## src/verilog/vlsu_pkg.sv

```systemverilog
//////////////////////////////
// Vector LSU widths and limits, element types
// and the address generator FSM states
//////////////////////////////

package vlsu_pkg;

  // Bus and element widths
  localparam int ADDR_WIDTH = 32;
  localparam int DATA_WIDTH = 32;
  localparam int SEL_WIDTH  = DATA_WIDTH / 8;

  // Vector length limits
  localparam int MAX_VL    = 16;
  localparam int VL_WIDTH  = $clog2(MAX_VL + 1);
  localparam int IDX_WIDTH = $clog2(MAX_VL);

  // Entries in the load data queue
  localparam int LOAD_QUEUE_DEPTH = 2;

  //////////////////////////////
  // Types
  //////////////////////////////

  typedef logic [ADDR_WIDTH-1:0] addr_t;
  typedef logic [DATA_WIDTH-1:0] data_t;
  typedef logic [SEL_WIDTH-1:0]  sel_t;
  typedef logic [VL_WIDTH-1:0]   vl_t;
  typedef logic [IDX_WIDTH-1:0]  idx_t;

  // Idle, issuing addresses, waiting for the unit to finish
  typedef enum logic [1:0] {
    AG_IDLE,
    AG_GEN,
    AG_WAIT
  } addrgen_state_e;

endpackage

```

## src/verilog/vlsu_addrgen.sv

```systemverilog
//////////////////////////////
// Command acceptance, legality check and
// element address sequence
//////////////////////////////
`timescale 1ns/1ps

module vlsu_addrgen (
  input  logic            clk_i,
  input  logic            rst_n_i,
  // Command
  input  logic            cmd_valid_i,
  output logic            cmd_ready_o,
  input  logic            cmd_store_i,
  input  vlsu_pkg::addr_t cmd_base_i,
  input  vlsu_pkg::addr_t cmd_stride_i,
  input  vlsu_pkg::vl_t   cmd_vl_i,
  output logic            cmd_error_o,
  // Completion from the units
  input  logic            load_complete_i,
  input  logic            store_complete_i,
  // Address stream
  output logic            addr_valid_o,
  input  logic            addr_ready_i,
  output vlsu_pkg::addr_t addr_o,
  output logic            addr_store_o,
  // Unit start
  output logic            ld_start_o,
  output logic            st_start_o,
  output vlsu_pkg::vl_t   vl_o
);
  import vlsu_pkg::*;

  addrgen_state_e state_q;
  addr_t          stride_q;
  vl_t            remain_q;
  logic           cmd_fire;
  logic           cmd_legal;
  logic           addr_fire;
  logic           done;

  // Ready stays low during the error pulse cycle
  assign cmd_ready_o = (state_q == AG_IDLE) && !cmd_error_o;
  assign cmd_fire    = cmd_valid_i && cmd_ready_o;
  assign cmd_legal   = (cmd_base_i[1:0] == 2'b00) && (cmd_stride_i[1:0] == 2'b00) &&
                       (cmd_vl_i != '0);

  assign addr_valid_o = (state_q == AG_GEN);
  assign addr_fire    = addr_valid_o && addr_ready_i;
  assign done         = addr_store_o ? store_complete_i : load_complete_i;

  always_ff @(posedge clk_i) begin
    if (!rst_n_i) begin
      state_q      <= AG_IDLE;
      remain_q     <= '0;
      addr_store_o <= 1'b0;
      cmd_error_o  <= 1'b0;
      ld_start_o   <= 1'b0;
      st_start_o   <= 1'b0;
    end else begin
      cmd_error_o <= cmd_fire && !cmd_legal;
      ld_start_o  <= cmd_fire && cmd_legal && !cmd_store_i;
      st_start_o  <= cmd_fire && cmd_legal && cmd_store_i;
      case (state_q)
        AG_IDLE: begin
          if (cmd_fire && cmd_legal) begin
            state_q      <= AG_GEN;
            remain_q     <= cmd_vl_i;
            addr_store_o <= cmd_store_i;
          end
        end
        AG_GEN: begin
          if (addr_fire) begin
            remain_q <= remain_q - vl_t'(1);
            // Last element handed over
            if (remain_q == vl_t'(1)) begin
              state_q <= AG_WAIT;
            end
          end
        end
        AG_WAIT: begin
          if (done) begin
            state_q <= AG_IDLE;
          end
        end
        default: state_q <= AG_IDLE;
      endcase
    end
  end

  // Address walks by the stride after each handshake
  always_ff @(posedge clk_i) begin
    if (cmd_fire) begin
      addr_o   <= cmd_base_i;
      stride_q <= cmd_stride_i;
      vl_o     <= cmd_vl_i;
    end else if (addr_fire) begin
      addr_o <= addr_o + stride_q;
    end
  end

  a_addr_stable: assert property (@(posedge clk_i) disable iff (!rst_n_i)
    addr_valid_o && !addr_ready_i |=> addr_valid_o && $stable(addr_o));

  a_no_idle_complete: assert property (@(posedge clk_i) disable iff (!rst_n_i)
    state_q == AG_IDLE |-> !(load_complete_i || store_complete_i));

endmodule

```

## src/verilog/vlsu_wb_master.sv

```systemverilog
//////////////////////////////
// Wishbone classic master, one access
// per element address
//////////////////////////////
`timescale 1ns/1ps

module vlsu_wb_master (
  input  logic            clk_i,
  input  logic            rst_n_i,
  // Address stream
  input  logic            addr_valid_i,
  output logic            addr_ready_o,
  input  vlsu_pkg::addr_t addr_i,
  input  logic            addr_store_i,
  // Store data
  input  logic            wdata_valid_i,
  output logic            wdata_ready_o,
  input  vlsu_pkg::data_t wdata_i,
  output logic            wr_ack_o,
  // Read data to the load queue
  input  logic            q_full_i,
  output logic            rd_push_o,
  output vlsu_pkg::data_t rd_data_o,
  // Wishbone
  output logic            wb_cyc_o,
  output logic            wb_stb_o,
  output logic            wb_we_o,
  output vlsu_pkg::addr_t wb_adr_o,
  output vlsu_pkg::data_t wb_dat_o,
  output vlsu_pkg::sel_t  wb_sel_o,
  input  vlsu_pkg::data_t wb_dat_i,
  input  logic            wb_ack_i
);
  import vlsu_pkg::*;

  logic  cyc_q;
  logic  stb_q;
  logic  we_q;
  addr_t adr_q;
  data_t dat_q;
  logic  start;
  logic  ack;

  // Loads need queue space, stores need an operand
  assign addr_ready_o  = !cyc_q && (addr_store_i ? wdata_valid_i : !q_full_i);
  assign wdata_ready_o = !cyc_q && addr_valid_i && addr_store_i;
  assign start         = addr_valid_i && addr_ready_o;
  assign ack           = cyc_q && wb_ack_i;

  assign rd_push_o = ack && !we_q;
  assign rd_data_o = wb_dat_i;
  assign wr_ack_o  = ack && we_q;

  assign wb_cyc_o = cyc_q;
  assign wb_stb_o = stb_q;
  assign wb_we_o  = we_q;
  assign wb_adr_o = adr_q;
  assign wb_dat_o = dat_q;
  assign wb_sel_o = '1;

  always_ff @(posedge clk_i) begin
    if (!rst_n_i) begin
      cyc_q <= 1'b0;
      stb_q <= 1'b0;
      we_q  <= 1'b0;
    end else if (start) begin
      cyc_q <= 1'b1;
      stb_q <= 1'b1;
      we_q  <= addr_store_i;
    end else if (ack) begin
      // Bus idles for a cycle after each access
      cyc_q <= 1'b0;
      stb_q <= 1'b0;
    end
  end

  always_ff @(posedge clk_i) begin
    if (start) begin
      adr_q <= addr_i;
      dat_q <= wdata_i;
    end
  end

  a_stb_in_cyc: assert property (@(posedge clk_i) disable iff (!rst_n_i)
    wb_stb_o |-> wb_cyc_o);

endmodule

```

## src/verilog/vlsu_load_queue.sv

```systemverilog
//////////////////////////////
// Load data queue, small FIFO
//////////////////////////////
`timescale 1ns/1ps

module vlsu_load_queue (
  input  logic            clk_i,
  input  logic            rst_n_i,
  input  logic            push_i,
  input  vlsu_pkg::data_t data_i,
  output logic            full_o,
  output logic            valid_o,
  output vlsu_pkg::data_t data_o,
  input  logic            pop_i
);
  import vlsu_pkg::*;

  typedef logic [$clog2(LOAD_QUEUE_DEPTH)-1:0]   ptr_t;
  typedef logic [$clog2(LOAD_QUEUE_DEPTH+1)-1:0] cnt_t;

  data_t mem_q [LOAD_QUEUE_DEPTH];
  ptr_t  wr_ptr_q;
  ptr_t  rd_ptr_q;
  cnt_t  count_q;

  assign full_o  = (count_q == cnt_t'(LOAD_QUEUE_DEPTH));
  assign valid_o = (count_q != '0);
  assign data_o  = mem_q[rd_ptr_q];

  // Pointers wrap at the power-of-two depth
  always_ff @(posedge clk_i) begin
    if (!rst_n_i) begin
      wr_ptr_q <= '0;
      rd_ptr_q <= '0;
      count_q  <= '0;
    end else begin
      if (push_i) begin
        wr_ptr_q <= wr_ptr_q + ptr_t'(1);
      end
      if (pop_i) begin
        rd_ptr_q <= rd_ptr_q + ptr_t'(1);
      end
      if (push_i && !pop_i) begin
        count_q <= count_q + cnt_t'(1);
      end else if (pop_i && !push_i) begin
        count_q <= count_q - cnt_t'(1);
      end
    end
  end

  always_ff @(posedge clk_i) begin
    if (push_i) begin
      mem_q[wr_ptr_q] <= data_i;
    end
  end

  a_no_overflow: assert property (@(posedge clk_i) disable iff (!rst_n_i)
    push_i |-> !full_o);

  a_no_underflow: assert property (@(posedge clk_i) disable iff (!rst_n_i)
    pop_i |-> valid_o);

endmodule

```

## src/verilog/vlsu_load_unit.sv

```systemverilog
//////////////////////////////
// Load result tagging and completion
//////////////////////////////
`timescale 1ns/1ps

module vlsu_load_unit (
  input  logic            clk_i,
  input  logic            rst_n_i,
  input  logic            start_i,
  input  vlsu_pkg::vl_t   vl_i,
  // Queue head
  input  logic            q_valid_i,
  input  vlsu_pkg::data_t q_data_i,
  output logic            q_pop_o,
  // Result stream
  output logic            ld_result_valid_o,
  input  logic            ld_result_ready_i,
  output vlsu_pkg::idx_t  ld_result_idx_o,
  output vlsu_pkg::data_t ld_result_data_o,
  output logic            load_complete_o
);
  import vlsu_pkg::*;

  logic active_q;
  vl_t  vl_q;
  idx_t idx_q;
  logic last;

  assign ld_result_valid_o = active_q && q_valid_i;
  assign ld_result_idx_o   = idx_q;
  assign ld_result_data_o  = q_data_i;
  assign q_pop_o           = ld_result_valid_o && ld_result_ready_i;

  // Element vl-1 ends the load
  assign last = (vl_t'(idx_q) == vl_q - vl_t'(1));

  always_ff @(posedge clk_i) begin
    if (!rst_n_i) begin
      active_q        <= 1'b0;
      idx_q           <= '0;
      load_complete_o <= 1'b0;
    end else begin
      load_complete_o <= q_pop_o && last;
      if (start_i) begin
        active_q <= 1'b1;
        idx_q    <= '0;
      end else if (q_pop_o) begin
        if (last) begin
          active_q <= 1'b0;
        end else begin
          idx_q <= idx_q + idx_t'(1);
        end
      end
    end
  end

  always_ff @(posedge clk_i) begin
    if (start_i) begin
      vl_q <= vl_i;
    end
  end

endmodule

```

## src/verilog/vlsu_store_unit.sv

```systemverilog
//////////////////////////////
// Store operand forwarding and write
// acknowledge counting
//////////////////////////////
`timescale 1ns/1ps

module vlsu_store_unit (
  input  logic            clk_i,
  input  logic            rst_n_i,
  input  logic            start_i,
  input  vlsu_pkg::vl_t   vl_i,
  // Operand stream
  input  logic            st_operand_valid_i,
  output logic            st_operand_ready_o,
  input  vlsu_pkg::data_t st_operand_i,
  // Write data to the bus master
  output logic            wdata_valid_o,
  output vlsu_pkg::data_t wdata_o,
  input  logic            wdata_ready_i,
  input  logic            wr_ack_i,
  output logic            store_complete_o
);
  import vlsu_pkg::*;

  logic active_q;
  vl_t  vl_q;
  vl_t  ack_cnt_q;
  logic last;

  // Operands pass only while a store runs
  assign wdata_valid_o      = active_q && st_operand_valid_i;
  assign wdata_o            = st_operand_i;
  assign st_operand_ready_o = active_q && wdata_ready_i;

  assign last = (ack_cnt_q == vl_q - vl_t'(1));

  always_ff @(posedge clk_i) begin
    if (!rst_n_i) begin
      active_q         <= 1'b0;
      ack_cnt_q        <= '0;
      store_complete_o <= 1'b0;
    end else begin
      store_complete_o <= active_q && wr_ack_i && last;
      if (start_i) begin
        active_q  <= 1'b1;
        ack_cnt_q <= '0;
      end else if (active_q && wr_ack_i) begin
        if (last) begin
          active_q <= 1'b0;
        end else begin
          ack_cnt_q <= ack_cnt_q + vl_t'(1);
        end
      end
    end
  end

  always_ff @(posedge clk_i) begin
    if (start_i) begin
      vl_q <= vl_i;
    end
  end

endmodule

```

## src/verilog/vlsu_top.sv

```systemverilog
//////////////////////////////
// Vector load/store unit top level
//////////////////////////////
`timescale 1ns/1ps

module vlsu_top (
  input  logic            clk_i,
  input  logic            rst_n_i,
  // Command
  input  logic            cmd_valid_i,
  output logic            cmd_ready_o,
  input  logic            cmd_store_i,
  input  vlsu_pkg::addr_t cmd_base_i,
  input  vlsu_pkg::addr_t cmd_stride_i,
  input  vlsu_pkg::vl_t   cmd_vl_i,
  output logic            cmd_error_o,
  // Store operands
  input  logic            st_operand_valid_i,
  output logic            st_operand_ready_o,
  input  vlsu_pkg::data_t st_operand_i,
  // Load results
  output logic            ld_result_valid_o,
  input  logic            ld_result_ready_i,
  output vlsu_pkg::idx_t  ld_result_idx_o,
  output vlsu_pkg::data_t ld_result_data_o,
  // Completion
  output logic            load_complete_o,
  output logic            store_complete_o,
  // Wishbone
  output logic            wb_cyc_o,
  output logic            wb_stb_o,
  output logic            wb_we_o,
  output vlsu_pkg::addr_t wb_adr_o,
  output vlsu_pkg::data_t wb_dat_o,
  output vlsu_pkg::sel_t  wb_sel_o,
  input  vlsu_pkg::data_t wb_dat_i,
  input  logic            wb_ack_i
);
  import vlsu_pkg::*;

  logic  addr_valid, addr_ready, addr_store;
  addr_t addr;
  logic  ld_start, st_start;
  vl_t   vl;
  logic  wdata_valid, wdata_ready, wr_ack;
  data_t wdata;
  logic  rd_push, q_full, q_valid, q_pop;
  data_t rd_data, q_data;

  //////////////////////////////
  // Address generation
  //////////////////////////////

  vlsu_addrgen i_addrgen (
    .clk_i            (clk_i),
    .rst_n_i          (rst_n_i),
    .cmd_valid_i      (cmd_valid_i),
    .cmd_ready_o      (cmd_ready_o),
    .cmd_store_i      (cmd_store_i),
    .cmd_base_i       (cmd_base_i),
    .cmd_stride_i     (cmd_stride_i),
    .cmd_vl_i         (cmd_vl_i),
    .cmd_error_o      (cmd_error_o),
    .load_complete_i  (load_complete_o),
    .store_complete_i (store_complete_o),
    .addr_valid_o     (addr_valid),
    .addr_ready_i     (addr_ready),
    .addr_o           (addr),
    .addr_store_o     (addr_store),
    .ld_start_o       (ld_start),
    .st_start_o       (st_start),
    .vl_o             (vl)
  );

  //////////////////////////////
  // Bus master
  //////////////////////////////

  vlsu_wb_master i_wb_master (
    .clk_i         (clk_i),
    .rst_n_i       (rst_n_i),
    .addr_valid_i  (addr_valid),
    .addr_ready_o  (addr_ready),
    .addr_i        (addr),
    .addr_store_i  (addr_store),
    .wdata_valid_i (wdata_valid),
    .wdata_ready_o (wdata_ready),
    .wdata_i       (wdata),
    .wr_ack_o      (wr_ack),
    .q_full_i      (q_full),
    .rd_push_o     (rd_push),
    .rd_data_o     (rd_data),
    .wb_cyc_o      (wb_cyc_o),
    .wb_stb_o      (wb_stb_o),
    .wb_we_o       (wb_we_o),
    .wb_adr_o      (wb_adr_o),
    .wb_dat_o      (wb_dat_o),
    .wb_sel_o      (wb_sel_o),
    .wb_dat_i      (wb_dat_i),
    .wb_ack_i      (wb_ack_i)
  );

  //////////////////////////////
  // Load and store paths
  //////////////////////////////

  vlsu_load_queue i_load_queue (
    .clk_i   (clk_i),
    .rst_n_i (rst_n_i),
    .push_i  (rd_push),
    .data_i  (rd_data),
    .full_o  (q_full),
    .valid_o (q_valid),
    .data_o  (q_data),
    .pop_i   (q_pop)
  );

  vlsu_load_unit i_load_unit (
    .clk_i             (clk_i),
    .rst_n_i           (rst_n_i),
    .start_i           (ld_start),
    .vl_i              (vl),
    .q_valid_i         (q_valid),
    .q_data_i          (q_data),
    .q_pop_o           (q_pop),
    .ld_result_valid_o (ld_result_valid_o),
    .ld_result_ready_i (ld_result_ready_i),
    .ld_result_idx_o   (ld_result_idx_o),
    .ld_result_data_o  (ld_result_data_o),
    .load_complete_o   (load_complete_o)
  );

  vlsu_store_unit i_store_unit (
    .clk_i              (clk_i),
    .rst_n_i            (rst_n_i),
    .start_i            (st_start),
    .vl_i               (vl),
    .st_operand_valid_i (st_operand_valid_i),
    .st_operand_ready_o (st_operand_ready_o),
    .st_operand_i       (st_operand_i),
    .wdata_valid_o      (wdata_valid),
    .wdata_o            (wdata),
    .wdata_ready_i      (wdata_ready),
    .wr_ack_i           (wr_ack),
    .store_complete_o   (store_complete_o)
  );

endmodule

```

## config.mk

```make
export PLATFORM = sky130hd
export DESIGN_NAME = vlsu_top
export DESIGN_NICKNAME = d
export VERILOG_FILES = /design/src/verilog/vlsu_pkg.sv /design/src/verilog/vlsu_addrgen.sv /design/src/verilog/vlsu_wb_master.sv /design/src/verilog/vlsu_load_queue.sv /design/src/verilog/vlsu_load_unit.sv /design/src/verilog/vlsu_store_unit.sv /design/src/verilog/vlsu_top.sv
export SDC_FILE = /design/constraint.sdc
export NUM_CORES = 1
export LEC_CHECK = 0
export BUFFER_PORTS_ARGS = -buffer_cell sky130_fd_sc_hd__buf_2
export CAP_MARGIN = 15
export CORE_MARGIN = 5
export CORE_UTILIZATION = 59
export DETAILED_ROUTE_END_ITERATION = 10
export GPL_ROUTABILITY_DRIVEN = 0
export GPL_TIMING_DRIVEN = 0
export MAX_ROUTING_LAYER = met4
export PLACE_DENSITY = 0.86
export SLEW_MARGIN = 20
export SYNTH_ARGS = -nofsm -noshare
export SYNTH_HDL_FRONTEND = slang
export SYNTH_HIERARCHICAL = 1
export SYNTH_SLANG_ARGS = --single-unit
```

## constraint.sdc

```tcl
create_clock -name clk_i -period 17.2 [get_ports clk_i]
set_input_delay 2.58 -clock clk_i [delete_from_list [all_inputs] [get_ports clk_i]]
set_output_delay 2.58 -clock clk_i [all_outputs]
set_load 0.005 [all_outputs]
```

==> impl_metrics.ini <==
[setup_path]
crit_type = input port to flip-flop
cp.required_ps = 17440
crit_family = buffers and inverters
arrival_ps = 4710
r2r_cells = 10
start_kind = input port
cp_num_cells = 6
cp_slowest_cell = buf_1
crit_path_max_fanout = 21
end_kind = flip-flop
worstPathCellList = buf_2, nand2_1, clkbuf_1, buf_1, nand2_2, buf_16
path_buf_inv = 4
cpPeakStageDelay_ps = 550

[floorplan]
fp-row-count = 50
ios = 253
die-area_mm2 = 0.0219
die_x_um = 148
fp.dieH_um = 148
coreArea_mm2 = 0.0188
start_util_pct = 60.0

[pwr]
power.density_mw_per_mm2 = 105
power_frac_seq_pct = 47.8
pwr-share-comb_pct = 16.2
leakagePower_nw = 5.38
p_sw_mw = 0.345
p_int_mw = 1.07
ir_drop_v = 0.0000866
swShare_pct = 24.4
clockPowerShare_pct = 36.1

[clock_network]
cts_root_buf = clkbuf_16
cts_tree = built
cts_setup_buffers = 0
cts_hold_buf = 0
numCtsBuffers = 25
clockBufferDepth = 3
clk_pin_slew_ps = 60
clk_latency_ps = 500
h-tree-depth = 1
cts.repair.resized = 0
clock_sinks = 238

[cells_and_area]
fin_area_mm2 = 0.0134
area_growth_syn_to_layout_pct = 19.4
fillers = 1296
drive_gt1_share_pct = 35.8
final_nets = 1285

[hold_path]
hp-class = flip-flop to flip-flop
holdPathStages = 0

[sta]
fin_crit_ps = 4470
whs_ps = 455
maxSlewHeadroom_pct = 54.9
fmax_mhz = 224
rsz0062_at_grt = false
tns_ps = 0
hold_violations = 0
fin_crit_sh_pct = 26.0
worst_slew_pin_slew_ps = 677
drv_slew = 0
clock_skew_ps = 10.6
setup-violations-final = 0

[routing]
num_vias = 7483
drtIter0Drc = 376
ant_nets = 0
vias_per_cell = 5.50
drc = 0
drt-total-wl_um = 24500
dr.pass1.iters = 5
wl_per_cell_um = 18.0

[synth]
synth-xor-area-share_pct = 3.04
async_reset_ff_share_pct = 0
synth.avg_cell_area_um2 = 12.8
muxShareOfSynthArea_pct = 3.42
yosys.area_share.simple_pct = 8.85
yosysSeqAreaShare_pct = 60.8
synth_top_family_by_area = compound AO/OA/AOI/OAI gates
netlist_area_mm2 = 0.0113
ys_ff_latch = 238
ys_warn_count = 6
yosys.area_share.adder_pct = 4.40
yosysUniqueCellTypes = 79
synth_flop_cell = edfxtp_1
syn_inst = 882
synth_compound_area_share_pct = 11.0
synth_edf_count = 207

[global_route]
antenna_found_initial = 6
grt_pass1_vias = 7719
grt-ovfl-total = 0
grt_pass1_wl_um = 38800
track_usage_pct = 22.7
grt_max_degree = 47

[placed_design]
post_dp_cell_area_mm2 = 0.0126
hpwlAfterDp_um = 18200
port-buffer-count = 184

[job]
maxCapViolCount = 0

[outcome]
outcome = finished clean
-- Yosys cell counts (all sizes together), types with 8 or more instances --
cell type,instances,area share (%)
edfxtp,207,55
buf,108,7.2
a21oi,66,3.1
nand2,65,2.2
nor2,46,1.6
o21ai,43,2.0
ha,38,4.2
mux2,33,3.3
dfxtp,31,5.5
inv,25,0.83
xnor2,23,1.8
xor2,16,1.2
nor2b,14,0.78
nor3,14,0.62
clkbuf,13,0.44
nand3,13,0.58
and2,12,0.67
a21o,10,0.67
o21bai,10,0.67
o31ai,8,0.70
or3,8,0.47
-- through the flow --
step           utilization (%)  power (mW)  worst slack [ps]  instances
2_1_floorplan                -       0.854              9460        885
3_3_place_gp              66.5       0.902              6850       1303
3_5_place_dp              67.3       0.911             12240       1313
4_1_cts                   71.5        1.43             12760       1355
5_1_grt                   71.6        1.48             12590       1361
6_report                  71.6        1.41             12730       1361
-- path summary, 6_finish.rpt --
check	from	endpoint	slack [ps]
min	i_addrgen/addr_o[22]	i_wb_master/wb_adr_o[22]	460
max	cmd_valid_i	i_addrgen/addr_o[8]	12730
min reg2reg	i_addrgen/addr_o[22]	i_wb_master/wb_adr_o[22]	460
max reg2reg	i_addrgen/addr_o[0]	i_addrgen/addr_o[26]	14200
-- per-layer routing --
metal	routed length [um]	GRT usage [%]
met1	9780	27.9
met2	12400	39.1
met3	1840	4.36
met4	476	5.27
met5	0	-
-- worst reg2reg max path, stage by stage (launching register included) --
cell and delay [ps]:
edfxtp_1 390, ha_1 250, fa_1 420, a21oi_2 220
o211ai_2 170, a2111oi_4 440, nor2_2 150, o21ai_4 180
o22ai_2 140, mux2_4 330, o31ai_4 150
-- cells in the final DEF (no fill, tap or decap), types with 25 or more instances in the layout --
cell	count
edfxtp_1	207
dfxtp_1	31
nand2_1	64
buf_4	110
inv_1	25
a21oi_1	62
o21ai_0	34
mux2_2	30
buf_2	185
nor2_1	45
clkbuf_16	27
ha_1	38
-- logic make-up after synthesis --
family	Yosys count
buffers and inverters	146
flip-flops	238
AO/OA/AOI/OAI	184
other	1
multiplexers	34
AND/OR/NAND/NOR	201
adder cells (fa/ha/maj)	39
XOR/XNOR	39
-- state kept, by name, indices dropped and copies added (netlist names), 4 cells and up, named ones only --
name and cells:
i_wb_master/wb_adr_o 32, i_addrgen/stride_q 32, i_load_queue/mem_q 64, i_load_unit/ld_result_idx_o 4
i_wb_master/wb_dat_o 32, i_addrgen/vl_o 5, i_store_unit/vl_q 5, i_addrgen/addr_o 32
i_addrgen/remain_q 5, i_load_unit/vl_q 5, i_store_unit/ack_cnt_q 5
-- area by class of cell --
| type | count | area [um^2] | share of cell area (%) |
|---|---|---|---|
| Multi-Input combinational cell | 501 | 3490 | 25.9 |
| Sequential cell | 238 | 6840 | 50.9 |
| Inverter | 25 | 93.8 | 0.698 |
| Clock inverter | 8 | 73.8 | 0.549 |
| Buffer | 121 | 866 | 6.44 |
| Timing Repair Buffer | 194 | 1050 | 7.83 |
| Tap cell | 234 | 293 | 2.18 |
| Antenna cell | 6 | 15.0 | 0.112 |
| Clock buffer | 34 | 722 | 5.37 |
-- power by group through the flow --
stage	registers, mW	clock network, mW	logic, mW
floorplan	0.684	0	0.170
CTS	0.676	0.525	0.226
finish	0.675	0.510	0.229
detailed placement	0.687	0	0.224
global placement	0.687	0	0.214
global route	0.678	0.551	0.254
(Power assumes the default switching activity.)
